## config.mk

```make
export PLATFORM = sky130hd
export DESIGN_NAME = fmap_fetch_top
export DESIGN_NICKNAME = d
export VERILOG_FILES = /design/src/source/fmap_pkg.sv /design/src/source/tile_addr_gen.sv /design/src/source/burst_req_queue.sv /design/src/source/beat_unpacker.sv /design/src/source/fmap_fetch_top.sv
export SDC_FILE = /design/constraint.sdc
export NUM_CORES = 1
export LEC_CHECK = 0
export BUFFER_PORTS_ARGS = -buffer_cell sky130_fd_sc_hd__clkbuf_2
export CAP_MARGIN = 5
export CORE_ASPECT_RATIO = 0.6
export CORE_UTILIZATION = 40
export DETAILED_ROUTE_END_ITERATION = 10
export PLACE_DENSITY = 0.62
export SLEW_MARGIN = 5
export SYNTH_ARGS = -nofsm -noshare
export SYNTH_HDL_FRONTEND = slang
export SYNTH_SLANG_ARGS = --single-unit
```

## constraint.sdc

```tcl
create_clock -name clk -period 5.3 [get_ports clk]
set_clock_uncertainty 0.2 [all_clocks]
set_input_delay 0.53 -clock clk [delete_from_list [all_inputs] [get_ports clk]]
set_output_delay 0.53 -clock clk [all_outputs]
set_load 0.01 [all_outputs]
```

## src/source/fmap_pkg.sv

```systemverilog
package fmap_pkg;

	// external memory address width
	localparam int AW = 32;

	// external memory data width, one feature word per beat
	localparam int DW = 32;

	// width shared by every walk counter in the fetch path
	localparam int CW = 8;

	// address walker states
	// idle until the first start pulse, done once the last burst of the map is queued
	typedef enum logic [1:0] {
		GEN_IDLE = 2'd0,
		GEN_RUN  = 2'd1,
		GEN_DONE = 2'd2
	} gen_state_e;

	// arburst carries the burst length as its log2 code
	// a length that is not a power of two rounds up
	function automatic logic [3:0] burst_code(input int unsigned len);
		logic [3:0] code;
		code = 4'd0;
		for (int i = 0; i < 15; i++) begin
			// every power of two still below len adds one to the code
			if ((32'd1 << i) < len) begin
				code = 4'(i + 1);
			end
		end
		return code;
	endfunction

endpackage

```

## src/source/tile_addr_gen.sv

```systemverilog
module tile_addr_gen #(
	parameter int KSIZE  = 3,
	parameter int POX    = 4,
	parameter int POY    = 2,
	parameter int STRIDE = 2,
	parameter int IW     = 32,
	parameter int IH     = 16,
	parameter int BURST  = 4
) (
	input  logic                    clk,
	input  logic                    rst_n,
	// start pulse with the map base address
	input  logic                    init_addr_en,
	input  logic [fmap_pkg::AW-1:0] init_addr,
	// queue level that holds back every push while high
	input  logic                    queue_full,
	// last beat of the map seen by the unpacker ends busy
	input  logic                    mapend,
	output logic [fmap_pkg::AW-1:0] burst_addr,
	output logic                    burst_push,
	output logic                    busy
);

// rows of one tile and words of one tile row
localparam int LM   = (STRIDE + 1) * POY - STRIDE;
localparam int BUFW = POX * STRIDE;
// bursts per tile row and tiles per row of tiles
localparam int BPR  = BUFW / BURST;
localparam int TPR  = IW / BUFW;
// output rows of the convolution are covered POY at a time
localparam int OH    = (IH - KSIZE) / STRIDE + 1;
localparam int TROWS = (OH + POY - 1) / POY;

// last value of each counter
localparam int BPR_M1   = BPR - 1;
localparam int LM_M1    = LM - 1;
localparam int TPR_M1   = TPR - 1;
localparam int TROWS_M1 = TROWS - 1;
localparam logic [fmap_pkg::CW-1:0] BURST_LAST = BPR_M1[fmap_pkg::CW-1:0];
localparam logic [fmap_pkg::CW-1:0] ROW_LAST   = LM_M1[fmap_pkg::CW-1:0];
localparam logic [fmap_pkg::CW-1:0] TILE_LAST  = TPR_M1[fmap_pkg::CW-1:0];
localparam logic [fmap_pkg::CW-1:0] TROW_LAST  = TROWS_M1[fmap_pkg::CW-1:0];

// address steps of the four loops
localparam logic [fmap_pkg::AW-1:0] BURST_STEP = BURST;
localparam logic [fmap_pkg::AW-1:0] ROW_STEP   = IW;
localparam logic [fmap_pkg::AW-1:0] TILE_STEP  = BUFW;
localparam logic [fmap_pkg::AW-1:0] TROW_STEP  = POY * STRIDE * IW;

fmap_pkg::gen_state_e state;

logic [fmap_pkg::CW-1:0] burst_cnt;
logic [fmap_pkg::CW-1:0] row_cnt;
logic [fmap_pkg::CW-1:0] tile_cnt;
logic [fmap_pkg::CW-1:0] trow_cnt;

// current burst, start of the current row, tile and tile row
logic [fmap_pkg::AW-1:0] addr_r;
logic [fmap_pkg::AW-1:0] row_addr_r;
logic [fmap_pkg::AW-1:0] tile_addr_r;
logic [fmap_pkg::AW-1:0] trow_addr_r;

logic last_burst;
logic last_row;
logic last_tile;
logic last_trow;

assign last_burst = (burst_cnt == BURST_LAST);
assign last_row   = (row_cnt == ROW_LAST);
assign last_tile  = (tile_cnt == TILE_LAST);
assign last_trow  = (trow_cnt == TROW_LAST);

// one address per cycle while running and the queue has room
assign burst_push = (state == fmap_pkg::GEN_RUN) && !queue_full;
assign burst_addr = addr_r;

always_ff @(posedge clk) begin
	if (!rst_n) begin
		state <= fmap_pkg::GEN_IDLE;
	end else if (init_addr_en) begin
		// a start pulse restarts the walk from any state
		state <= fmap_pkg::GEN_RUN;
	end else if (burst_push && last_burst && last_row && last_tile && last_trow) begin
		state <= fmap_pkg::GEN_DONE;
	end
end

// nested loop counters with the burst within a row innermost
always_ff @(posedge clk) begin
	if (!rst_n || init_addr_en) begin
		burst_cnt <= '0;
		row_cnt   <= '0;
		tile_cnt  <= '0;
		trow_cnt  <= '0;
	end else if (burst_push) begin
		burst_cnt <= last_burst ? '0 : burst_cnt + 1'b1;
		if (last_burst) begin
			row_cnt <= last_row ? '0 : row_cnt + 1'b1;
			if (last_row) begin
				tile_cnt <= last_tile ? '0 : tile_cnt + 1'b1;
				if (last_tile) begin
					trow_cnt <= last_trow ? '0 : trow_cnt + 1'b1;
				end
			end
		end
	end
end

// each wrap restarts from the start address of the enclosing loop
always_ff @(posedge clk) begin
	if (init_addr_en) begin
		addr_r      <= init_addr;
		row_addr_r  <= init_addr;
		tile_addr_r <= init_addr;
		trow_addr_r <= init_addr;
	end else if (burst_push) begin
		if (!last_burst) begin
			addr_r <= addr_r + BURST_STEP;
		end else if (!last_row) begin
			addr_r     <= row_addr_r + ROW_STEP;
			row_addr_r <= row_addr_r + ROW_STEP;
		end else if (!last_tile) begin
			addr_r      <= tile_addr_r + TILE_STEP;
			row_addr_r  <= tile_addr_r + TILE_STEP;
			tile_addr_r <= tile_addr_r + TILE_STEP;
		end else if (!last_trow) begin
			// next tile row starts POY*STRIDE map rows further down
			addr_r      <= trow_addr_r + TROW_STEP;
			row_addr_r  <= trow_addr_r + TROW_STEP;
			tile_addr_r <= trow_addr_r + TROW_STEP;
			trow_addr_r <= trow_addr_r + TROW_STEP;
		end
	end
end

// busy spans the whole map, up to the last returned beat
always_ff @(posedge clk) begin
	if (!rst_n) begin
		busy <= 1'b0;
	end else if (init_addr_en) begin
		busy <= 1'b1;
	end else if (mapend) begin
		busy <= 1'b0;
	end
end

// tile rows must split into whole bursts and rows into whole tiles
if ((BUFW % BURST) != 0 || (IW % BUFW) != 0) begin : g_geom_check
	$error("tile width must be a multiple of BURST and IW a multiple of tile width");
end

// the unpacker counts the same geometry so the map ends after the walk
a_mapend_after_walk: assert property (@(posedge clk) disable iff (!rst_n)
	mapend |-> (state == fmap_pkg::GEN_DONE));

endmodule

```

## src/source/burst_req_queue.sv

```systemverilog
module burst_req_queue #(
	parameter int BURST   = 4,
	parameter int MAX_OUT = 3
) (
	input  logic                    clk,
	input  logic                    rst_n,
	// burst addresses from the walker
	input  logic [fmap_pkg::AW-1:0] burst_addr,
	input  logic                    burst_push,
	// read response strobes where rlast retires one burst
	input  logic                    rvalid,
	input  logic                    rlast,
	output logic                    queue_full,
	output logic [fmap_pkg::AW-1:0] araddr,
	output logic                    arvalid,
	output logic [3:0]              arburst
);

// outstanding count holds 0 to MAX_OUT
localparam int OW = $clog2(MAX_OUT + 1);
localparam logic [OW-1:0] OUT_MAX = MAX_OUT[OW-1:0];

// two entry address FIFO
logic [fmap_pkg::AW-1:0] fifo_mem [2];
logic                    wr_ptr;
logic                    rd_ptr;
logic [1:0]              fill;

// bursts requested and not yet closed by rlast
logic [OW-1:0] out_cnt;

logic issue;
logic retire;

// head goes out whenever memory may take one more burst
assign issue      = (fill != 2'd0) && (out_cnt < OUT_MAX);
assign retire     = rvalid && rlast;
assign queue_full = (fill == 2'd2);

// fixed burst length for every request
assign arburst = fmap_pkg::burst_code(BURST);

always_ff @(posedge clk) begin
	if (burst_push) begin
		fifo_mem[wr_ptr] <= burst_addr;
	end
end

always_ff @(posedge clk) begin
	if (!rst_n) begin
		wr_ptr <= 1'b0;
		rd_ptr <= 1'b0;
		fill   <= 2'd0;
	end else begin
		if (burst_push) begin
			wr_ptr <= ~wr_ptr;
		end
		if (issue) begin
			rd_ptr <= ~rd_ptr;
		end
		// push and pop in one cycle leave the fill level alone
		case ({burst_push, issue})
			2'b10:   fill <= fill + 2'd1;
			2'b01:   fill <= fill - 2'd1;
			default: fill <= fill;
		endcase
	end
end

// one cycle request pulse per burst
always_ff @(posedge clk) begin
	if (!rst_n) begin
		arvalid <= 1'b0;
	end else begin
		arvalid <= issue;
	end
end

always_ff @(posedge clk) begin
	if (issue) begin
		araddr <= fifo_mem[rd_ptr];
	end
end

// counted at the edge that raises arvalid so the next issue sees it
always_ff @(posedge clk) begin
	if (!rst_n) begin
		out_cnt <= '0;
	end else begin
		case ({issue, retire})
			2'b10:   out_cnt <= out_cnt + 1'b1;
			2'b01:   out_cnt <= out_cnt - 1'b1;
			default: out_cnt <= out_cnt;
		endcase
	end
end

// every burst closed by memory was requested earlier
a_rlast_has_req: assert property (@(posedge clk) disable iff (!rst_n)
	retire |-> (out_cnt != '0));

endmodule

```

## src/source/beat_unpacker.sv

```systemverilog
module beat_unpacker #(
	parameter int KSIZE  = 3,
	parameter int POX    = 4,
	parameter int POY    = 2,
	parameter int STRIDE = 2,
	parameter int IW     = 32,
	parameter int IH     = 16,
	parameter int BURST  = 4
) (
	input  logic                    clk,
	input  logic                    rst_n,
	// start pulse, clears the walk
	input  logic                    init_addr_en,
	// in order read response beats
	input  logic                    rvalid,
	input  logic                    rlast,
	input  logic [fmap_pkg::DW-1:0] rdata,
	// line buffer write port
	output logic                    buf_we,
	output logic [fmap_pkg::CW-1:0] buf_row,
	output logic [fmap_pkg::CW-1:0] buf_col,
	output logic [fmap_pkg::DW-1:0] buf_data,
	output logic                    blkend,
	output logic                    mapend
);

// same tile geometry as the address walker
localparam int LM    = (STRIDE + 1) * POY - STRIDE;
localparam int BUFW  = POX * STRIDE;
localparam int TPR   = IW / BUFW;
localparam int OH    = (IH - KSIZE) / STRIDE + 1;
localparam int TROWS = (OH + POY - 1) / POY;

localparam int BURST_M1 = BURST - 1;
localparam int BUFW_M1  = BUFW - 1;
localparam int LM_M1    = LM - 1;
localparam int TPR_M1   = TPR - 1;
localparam int TROWS_M1 = TROWS - 1;
localparam logic [fmap_pkg::CW-1:0] BEAT_LAST = BURST_M1[fmap_pkg::CW-1:0];
localparam logic [fmap_pkg::CW-1:0] COL_LAST  = BUFW_M1[fmap_pkg::CW-1:0];
localparam logic [fmap_pkg::CW-1:0] ROW_LAST  = LM_M1[fmap_pkg::CW-1:0];
localparam logic [fmap_pkg::CW-1:0] TILE_LAST = TPR_M1[fmap_pkg::CW-1:0];
localparam logic [fmap_pkg::CW-1:0] TROW_LAST = TROWS_M1[fmap_pkg::CW-1:0];

// beat within a burst, column and row within a tile
logic [fmap_pkg::CW-1:0] beat_cnt;
logic [fmap_pkg::CW-1:0] col_cnt;
logic [fmap_pkg::CW-1:0] row_cnt;
// tile within a row of tiles, tile row within the map
logic [fmap_pkg::CW-1:0] tile_cnt;
logic [fmap_pkg::CW-1:0] trow_cnt;

logic tile_done;

// beat that closes the last row of a tile
assign tile_done = rvalid && rlast && (col_cnt == COL_LAST) && (row_cnt == ROW_LAST);

// write position comes straight from the registered counters
assign buf_we   = rvalid;
assign buf_row  = row_cnt;
assign buf_col  = col_cnt;
assign buf_data = rdata;

always_ff @(posedge clk) begin
	if (!rst_n || init_addr_en) begin
		beat_cnt <= '0;
		col_cnt  <= '0;
		row_cnt  <= '0;
		tile_cnt <= '0;
		trow_cnt <= '0;
	end else if (rvalid) begin
		beat_cnt <= (beat_cnt == BEAT_LAST) ? '0 : beat_cnt + 1'b1;
		col_cnt  <= (col_cnt == COL_LAST) ? '0 : col_cnt + 1'b1;
		// rows advance at the end of each tile row of BUFW beats
		if (col_cnt == COL_LAST) begin
			row_cnt <= (row_cnt == ROW_LAST) ? '0 : row_cnt + 1'b1;
			if (row_cnt == ROW_LAST) begin
				tile_cnt <= (tile_cnt == TILE_LAST) ? '0 : tile_cnt + 1'b1;
				if (tile_cnt == TILE_LAST) begin
					trow_cnt <= (trow_cnt == TROW_LAST) ? '0 : trow_cnt + 1'b1;
				end
			end
		end
	end
end

// end markers one cycle after the closing rlast
always_ff @(posedge clk) begin
	if (!rst_n) begin
		blkend <= 1'b0;
		mapend <= 1'b0;
	end else begin
		blkend <= tile_done;
		mapend <= tile_done && (tile_cnt == TILE_LAST) && (trow_cnt == TROW_LAST);
	end
end

// memory closes each burst after exactly BURST beats
a_rlast_align: assert property (@(posedge clk) disable iff (!rst_n)
	rvalid |-> (rlast == (beat_cnt == BEAT_LAST)));

endmodule

```

## src/source/fmap_fetch_top.sv

```systemverilog
module fmap_fetch_top #(
	parameter int KSIZE   = 3,
	parameter int POX     = 4,
	parameter int POY     = 2,
	parameter int STRIDE  = 2,
	parameter int IW      = 32,
	parameter int IH      = 16,
	parameter int BURST   = 4,
	parameter int MAX_OUT = 3
) (
	input  logic                    clk,
	input  logic                    rst_n,
	// map start
	input  logic                    init_addr_en,
	input  logic [fmap_pkg::AW-1:0] init_addr,
	// read response from memory
	input  logic                    rvalid,
	input  logic                    rlast,
	input  logic [fmap_pkg::DW-1:0] rdata,
	// read request to memory
	output logic [fmap_pkg::AW-1:0] araddr,
	output logic                    arvalid,
	output logic [3:0]              arburst,
	// tile line buffer write
	output logic                    buf_we,
	output logic [fmap_pkg::CW-1:0] buf_row,
	output logic [fmap_pkg::CW-1:0] buf_col,
	output logic [fmap_pkg::DW-1:0] buf_data,
	output logic                    blkend,
	output logic                    mapend,
	output logic                    busy
);

// walker to queue
logic [fmap_pkg::AW-1:0] burst_addr;
logic                    burst_push;
logic                    queue_full;

// walks the map and produces one burst address per cycle
tile_addr_gen #(
	.KSIZE  (KSIZE),
	.POX    (POX),
	.POY    (POY),
	.STRIDE (STRIDE),
	.IW     (IW),
	.IH     (IH),
	.BURST  (BURST)
) u_gen (
	.clk          (clk),
	.rst_n        (rst_n),
	.init_addr_en (init_addr_en),
	.init_addr    (init_addr),
	.queue_full   (queue_full),
	.mapend       (mapend),
	.burst_addr   (burst_addr),
	.burst_push   (burst_push),
	.busy         (busy)
);

// holds addresses until memory may take another burst
burst_req_queue #(
	.BURST   (BURST),
	.MAX_OUT (MAX_OUT)
) u_req (
	.clk        (clk),
	.rst_n      (rst_n),
	.burst_addr (burst_addr),
	.burst_push (burst_push),
	.rvalid     (rvalid),
	.rlast      (rlast),
	.queue_full (queue_full),
	.araddr     (araddr),
	.arvalid    (arvalid),
	.arburst    (arburst)
);

// places returned beats into the line buffer
beat_unpacker #(
	.KSIZE  (KSIZE),
	.POX    (POX),
	.POY    (POY),
	.STRIDE (STRIDE),
	.IW     (IW),
	.IH     (IH),
	.BURST  (BURST)
) u_unpack (
	.clk          (clk),
	.rst_n        (rst_n),
	.init_addr_en (init_addr_en),
	.rvalid       (rvalid),
	.rlast        (rlast),
	.rdata        (rdata),
	.buf_we       (buf_we),
	.buf_row      (buf_row),
	.buf_col      (buf_col),
	.buf_data     (buf_data),
	.blkend       (blkend),
	.mapend       (mapend)
);

endmodule

```

==> impl_metrics.csv, run 1 <==
group,metric,value,unit
floorplan,io_pins,158,
layout,stdcell_area,16900,um^2
power,p_leak,5.87,nW
setup_path,cp_max_fo,25,
clock_network,cts_tree,"built",
power,power.density_cell_area,371,nW/um^2
setup_path,crit_required,5.29,ns
power,power_frac_comb,0.149,
setup_path,cp-start-kind,"flop",
clock_network,cts_root_buf,"clkbuf_16",
clock_network,cts-resized-gates,0,
routing,first_iter_violations,1391,
sta,fin_crit_sh,0.650,
logic_synthesis,syn_inst,1393,
routing,via_count,10900,
sta,finalHoldViolCount,0,
clock_network,cts_sinks,300,
logic_synthesis,yosysWarnings,0,
floorplan,fp-row-count,54,
grt,grt.total_usage,0.200,
setup_path,crit_family,"simple AND/OR/NAND/NOR gates",
setup_path,cp_common_cell,"nand2_1",
logic_synthesis,synthTopCellsByCount,"edfxtp_1, nand2_1, nor2_1",
min_path,hold_class,"in2reg",
logic_synthesis,ys_top_cells_by_area,"edfxtp_1, dfxtp_1, xnor2_1, mux2_2, xor2_1",
logic_synthesis,async_flop_share,0,
logic_synthesis,yosysSeqAreaShare,0.547,
logic_synthesis,synth_largest_area_cell,"edfxtp_1",
logic_synthesis,synth_cell_types,62,
routing,wirelength,39000,um
sta,tns,0,ns
power,power.share.sequential,0.494,
logic_synthesis,synth_enable_flop_cells,224,
logic_synthesis,yosysTopAreaCellShare,0.446,
sta,slew_headroom,0.287,
power,p_int,0.00457,W
power,power_frac_clock,0.356,
logic_synthesis,yosysMostFrequentCell,"edfxtp_1",
placement,postPlaceCellArea,15800,um^2
routing,antenna_left,0,
setup_path,critPathMaxStageDelay,0.79,ns
logic_synthesis,avgSynthCellArea,10.8,um^2
setup_path,path_class,"reg2reg",
layout,nNetsFinal,1520,
layout,final_core_util,0.459,
power,netSwitchingPower,0.00168,W
placement,gp_congestion,0.938,
clock_network,cts_hold_buf,0,
grt,gr-total-overflow,0,
clock_network,clk_path_buf_depth,3,
routing,drc_errors,0,
grt,grt_pass1_wl,59100,um
logic_synthesis,synth_flop_cell,"edfxtp_1",
floorplan,core,36800,um^2
clock_network,clk_latency,0.58,ns
setup_path,critPathBufInv,1,
outcome,status,"finished, final reports clean",
setup_path,critPathArrivalTime,3.44,ns
sta,fmax,0.290,GHz
routing,vias_per_cell,5.57,
clock_network,clkTransAtPathRegs,0.06,ns
routing,wire_per_inst,19.9,um
setup_path,cp_cell_sequence,"ha_1 > or4b_1 > nor4_2 > buf_4 > and3_1 > nand2_1 > nand2_1",
logic_synthesis,synth_area,15100,um^2
grt,antenna_found_initial,0,
power,sw_frac_of_total,0.268,
grt,grt_max_degree,74,
layout,area_growth,11.8,%
clock_network,h-tree-depth,1,
routing,first_pass_iters,7,
setup_path,cp-end-kind,"flop",
layout,drive_above_1_share,0.155,
placement,io_buffers,89,
grt,grt_pass1_vias,9597,
setup_path,r2r_setup_slack,1.86,ns
floorplan,dieWidth,253,um
power,ir_worst_vdd,251,uV
floorplan,die_area,38500,um^2
logic_synthesis,ys_ff_latch,300,
sta,fin_crit,3.44,ns
sta,setup_viol,0,
floorplan,die_h,152,um
job,max-cap-violations,0,
placement,hpwl,28300,um
sta,grt_setup_unrepaired,"no",
clock_network,cts_buffers,30,
sta,worst_pin_slew,1.07,ns
clock_network,cts_setup_buffers,0,
floorplan,start_util,0.410,
setup_path,cp_slowest_cell,"nand2_1",
sta,slew_viol_final,0,
## final cells by class
type                       count  area, um^2
timing repair buffer         104         561
tap                          504         631
sequential                   300        8250
inverter                      21        78.8
clock buffer                  43         912
fill                        3464       19900
antenna                        1        2.50
clock inverter                13         135
multi-input combinational    979        6300
## state kept, by name, indices dropped and copies added (netlist names), 2 cells and up
name,flops
u_gen.burst_addr,32
u_gen.burst_cnt,8
u_gen.row_addr_r,32
u_gen.row_cnt,8
u_gen.state,2
u_gen.tile_addr_r,32
u_gen.tile_cnt,8
u_gen.trow_addr_r,32
u_gen.trow_cnt,8
u_req.araddr,32
u_req.fifo_mem,64
u_req.fill,2
u_req.out_cnt,2
u_unpack.buf_col,8
u_unpack.buf_row,8
u_unpack.tile_cnt,8
u_unpack.trow_cnt,8
## power groups by stage
| stage | logic, W | clock network, W | registers (W) |
|---|---|---|---|
| floorplan | 0.000570 | 0 | 0.00316 |
| global placement | 0.000918 | 0 | 0.00312 |
| detailed placement | 0.000930 | 0 | 0.00314 |
| CTS | 0.000938 | 0.00228 | 0.00309 |
| global route | 0.00102 | 0.00237 | 0.00312 |
| finish | 0.000934 | 0.00223 | 0.00309 |
## routing by layer
metal | vias to the layer above | wire length, um | global-route usage
met5 | - | 13 | 0
met3 | 43 | 4490 | 0.0615
met2 | 469 | 13800 | 0.229
met1 | 5223 | 20200 | 0.348
met4 | 2 | 471 | 0.0291
li1 | 5203 | - | -
## worst min-delay path, delay by kind of cell
kind,cells,cell delay [ns]
AOI/OAI and AO/OA,1,0.05
buffers and inverters,1,0.11
and+or+nand+nor,1,0.05
## final timing paths
| kind | startpoint | end | cells past startpoint |
|---|---|---|---|
| setup reg to reg | u_gen.burst_cnt[0]$_SDFFE_PP0P_ | u_gen.trow_addr_r[10]$_DFFE_PP_ | 7 |
| hold / removal | init_addr[19] | u_gen.tile_addr_r[19]$_DFFE_PP_ | 3 |
| hold reg to reg | u_gen.state[1]$_SDFFE_PP0P_ | u_gen.state[1]$_SDFFE_PP0P_ | 2 |
| setup / recovery | u_gen.burst_cnt[0]$_SDFFE_PP0P_ | u_gen.trow_addr_r[10]$_DFFE_PP_ | 7 |
## logic make-up (layout without fill, tap and decap cells)
| group | count (synthesis) | in the layout | share of synthesized area |
|---|---|---|---|
| multiplexers | 81 | 81 | 0.0583 |
| buffers and inverters | 116 | 181 | 0.0391 |
| AND/OR/NAND/NOR | 539 | 539 | 0.179 |
| flip-flops | 300 | 300 | 0.547 |
| AO/OA/AOI/OAI | 199 | 199 | 0.0822 |
| adder cells (fa/ha/maj) | 15 | 15 | 0.0124 |
| other | 2 | 5 | 0.000498 |
| XOR/XNOR | 141 | 141 | 0.0819 |
## cell usage in the layout (no fill, tap or decap), drive strengths merged, types with 14 or more instances in the layout
cell type and instances:
edfxtp 224, nand2 145, clkbuf 131, nor2 109
o21ai 81, dfxtp 76, nand3 74, xnor2 74
xor2 67, nand4 58, mux2 55, a21oi 43
nor3 30, mux2i 26, inv 26, and3 24
nor4 24, or3 16, o221ai 16, buf 16
and2 16, ha 15, and4 14
## per-stage QoR
stage | hold slack (ns) | total power (W) | worst slack, ns | cells
floorplan | 0.220 | 0.00373 | 0.551 | 1395
global route | 0.0743 | 0.00651 | 1.56 | 1964
detailed placement | 0.253 | 0.00407 | 1.83 | 1908
global placement | 0.228 | 0.00404 | 1.88 | 1908
finish | 0.0705 | 0.00625 | 1.86 | 1965
CTS | 0.0522 | 0.00630 | 1.84 | 1964
Note: power is estimated with default switching activity, not from simulation.
==> run 2: changes to the inputs <==
--- a/config.mk
+++ b/config.mk
@@ -5,12 +5,13 @@
 export SDC_FILE = /design/constraint.sdc
 export NUM_CORES = 1
 export LEC_CHECK = 0
+export ABC_AREA = 1
 export BUFFER_PORTS_ARGS = -buffer_cell sky130_fd_sc_hd__clkbuf_2
 export CAP_MARGIN = 5
 export CORE_ASPECT_RATIO = 0.6
 export CORE_UTILIZATION = 40
 export DETAILED_ROUTE_END_ITERATION = 10
-export PLACE_DENSITY = 0.62
+export PLACE_DENSITY = 0.64
 export SLEW_MARGIN = 5
 export SYNTH_ARGS = -nofsm -noshare
 export SYNTH_HDL_FRONTEND = slang
==> constraint.sdc (replaced) <==
create_clock -name clk -period 2.92 [get_ports clk]
set_clock_uncertainty 0.2 [all_clocks]
set_input_delay 0.292 -clock clk [delete_from_list [all_inputs] [get_ports clk]]
set_output_delay 0.292 -clock clk [all_outputs]
set_load 0.01 [all_outputs]
==> impl_metrics.csv, run 2 <==
group,metric,value,unit
layout,regMostFlops,"u_req.fifo_mem",
sta,fin_crit,2.70,ns
logic_synthesis,synth_area,15900,um^2
logic_synthesis,synthTopCellsByCount,"nand2_1, edfxtp_1, nor2_1",
sta,fmax,0.370,GHz
setup_path,cp-start-kind,"flop",
floorplan,io_pins,158,
routing,first_iter_violations,1666,
routing,wl_met1,22300,um
min_path,hold_class,"in2reg",
setup_path,critPathMaxStageDelay,0.48,ns
placement,io_buffers,89,
floorplan,die_area,40500,um^2
logic_synthesis,synth_flop_cell,"edfxtp_1",
grt,antenna_found_initial,0,
clock_network,cts_tree,"built",
logic_synthesis,yosysMostFrequentCell,"nand2_1",
grt,grt_max_degree,53,
clock_network,cts_root_buf,"clkbuf_16",
floorplan,fp-row-count,56,
layout,multiInputGateArea,6670,um^2
sta,setup_viol,0,
logic_synthesis,ys_top_cells_by_area,"edfxtp_1, nand2_1, dfxtp_1, nand3_1, nor2_1",
setup_path,cp_max_fo,13,
logic_synthesis,yosysSeqAreaShare,0.520,
routing,met3WireLength,4680,um
power,ir_worst_vdd,442,uV
grt,grt.total_usage,0.220,
routing,wire_per_inst,17.7,um
layout,seq_area,8250,um^2
layout,nNetsFinal,2041,
sta,fin_crit_sh,0.926,
sta,grt_setup_unrepaired,"no",
sta,fin_hold_ws,0.0313,ns
grt,grt_pass1_wl,68200,um
grt,gr-total-overflow,0,
power,p_leak,7.22,nW
layout,area_growth,12.4,%
routing,top_layer_used,"met4",
logic_synthesis,yosysWarnings,0,
setup_path,crit_required,3.00,ns
placement,gp_congestion,0.944,
layout,drive_above_1_share,0.113,
layout,final_cell_mix,"nand2_1, edfxtp_1, nor2_1, inv_1, nand3_1",
sta,tns,0,ns
setup_path,crit_family,"simple AND/OR/NAND/NOR gates",
routing,wirelength,44200,um
layout,final_common_cell,"nand2_1",
clock_network,clkTransAtPathRegs,0.07,ns
setup_path,cp_cell_sequence,"ha_1 > inv_1 > nor3_2 > nand3_4 > buf_4 > o21ai_0 > nand2_1 > nand2_1 > o21ai_0",
power,power.density_cell_area,627,nW/um^2
clock_network,cts_sinks,300,
layout,largest_reg_flops,64,
min_path,worstHoldStart,"init_addr[23]",
job,max-cap-violations,0,
setup_path,path_class,"reg2reg",
clock_network,clk_latency,0.57,ns
clock_network,clk_path_buf_depth,3,
setup_path,worstRegToRegCells,9,
floorplan,die_h,156,um
logic_synthesis,ys_ff_latch,300,
grt,grt_pass1_vias,11600,
min_path,holdPathEnd,"u_gen.tile_addr_r[23]$_DFFE_PP_",
setup_path,reg2reg_from,"u_gen.tile_cnt[0]$_SDFFE_PP0P_",
routing,via_count,13000,
setup_path,r2r_setup_slack,0.22,ns
setup_path,reg2reg_to,"u_gen.row_addr_r[5]$_DFFE_PP_",
layout,diodes,0,
setup_path,critPathArrivalTime,2.78,ns
routing,antenna_left,0,
logic_synthesis,yosysTopAreaCellShare,0.424,
logic_synthesis,synth_largest_area_cell,"edfxtp_1",
logic_synthesis,avgSynthCellArea,8.44,um^2
setup_path,critPathBufInv,2,
sta,slew_headroom,0.345,
logic_synthesis,async_flop_share,0,
setup_path,cp-end-kind,"flop",
sta,finalHoldViolCount,0,
layout,final_core_util,0.457,
routing,wl_met2,16200,um
logic_synthesis,syn_inst,1878,
outcome,status,"finished, final reports clean",
sta,worst_pin_slew,0.974,ns
routing,first_pass_iters,6,
floorplan,core,39000,um^2
clock_network,h-tree-depth,1,
min_path,min_path_cells,3,
logic_synthesis,synth_enable_flop_cells,224,
floorplan,dieWidth,259,um
routing,drc_errors,0,
sta,slew_viol_final,0,
placement,hpwl,33300,um
setup_path,cp_slowest_cell,"o21ai_0",
logic_synthesis,synth_cell_types,52,
layout,nFillCells,3729,
routing,vias_per_cell,5.18,
clock_network,cts_buffers,29,
floorplan,start_util,0.406,
-- run 2: cell count changes after synthesis, moves of 21 or more --
| cell | previous run | this run |
|---|---|---|
| nand2_1 | 145 | 631 |
| inv_1 | 21 | 131 |
| nor2_1 | 109 | 172 |
| nand3_1 | 74 | 131 |
| mux2_2 | 55 | 0 |
| xnor2_1 | 74 | 33 |
| nand4_1 | 57 | 22 |
| mux2i_1 | 26 | 3 |
| clkbuf_1 | 46 | 25 |
-- run 2: logic make-up after synthesis --
group	after synthesis	synth area share
xor+xnor	81	0.0448
simple gates	1081	0.295
fa+ha+maj	15	0.0118
flops	300	0.520
mux	3	0.00189
compound gates	176	0.0635
other cells	2	0.000474
buf+inv	220	0.0620
-- run 2: per-layer routing --
layer  global-route usage  vias up
li1                     -     6327
met4               0.0527        0
met3               0.0517       69
met5                    0        -
met1                0.361     5979
met2                0.276      587
-- run 2: repair_timing --
item / in CTS / in global routing
buffers inserted: 0 / 0
setup endpoints to repair: 0 / 10
resized for setup: 0 / 4
endpoints found under the hold margin: 32 / 0
hold buffers: 13 / 0
-- run 2: worst max-delay path by stage --
stage	from	to	slack (ns)	cells past startpoint
floorplan	u_req.fill[0]$_SDFFE_PN0P_	u_req.fifo_mem[1][0]$_DFFE_PP_	0.22	4
global placement	u_gen.tile_cnt[0]$_SDFFE_PP0P_	u_gen.row_addr_r[6]$_DFFE_PP_	0.20	9
detailed placement	u_gen.tile_cnt[0]$_SDFFE_PP0P_	u_gen.burst_addr[10]$_DFFE_PP_	0.18	10
CTS	u_gen.tile_cnt[0]$_SDFFE_PP0P_	u_gen.burst_addr[10]$_DFFE_PP_	0.14	10
global route	u_gen.tile_cnt[0]$_SDFFE_PP0P_	u_gen.burst_addr[7]$_DFFE_PP_	0.05	12
finish	u_gen.tile_cnt[0]$_SDFFE_PP0P_	u_gen.row_addr_r[5]$_DFFE_PP_	0.22	9
-- run 2: where the power goes --
| part | switching, W | internal (W) |
|---|---|---|
| Clock | 0.00169 | 0.00199 |
| Combinational | 0.00125 | 0.000567 |
| Sequential | 0.000355 | 0.00533 |
-- run 2: final cells by class --
class                   instances  area share
clock inverters                15     0.00527
clock buffers                  37      0.0459
repair buffers                128      0.0461
multi-input cells            1360       0.374
well taps                     522      0.0367
inverters                     138      0.0291
flip-flops and latches        300       0.463
-- run 2: per-stage QoR --
stage | instances | area [um^2] | worst slack (ns) | power [W]
5_1_grt | 2500 | 17800 | 0.0485 | 0.0117
4_1_cts | 2500 | 17800 | 0.138 | 0.0112
3_3_place_gp | 2435 | 16800 | 0.204 | 0.00755
2_1_floorplan | 1880 | 15900 | 0.220 | 0.00683
6_report | 2500 | 17800 | 0.215 | 0.0112
3_5_place_dp | 2435 | 16800 | 0.185 | 0.00757
-- run 2: tightest hold or removal path: cells and delay by family --
kind,cells,cell delay [ns]
buffers and inverters,1,0.08
AND/OR/NAND/NOR,2,0.32
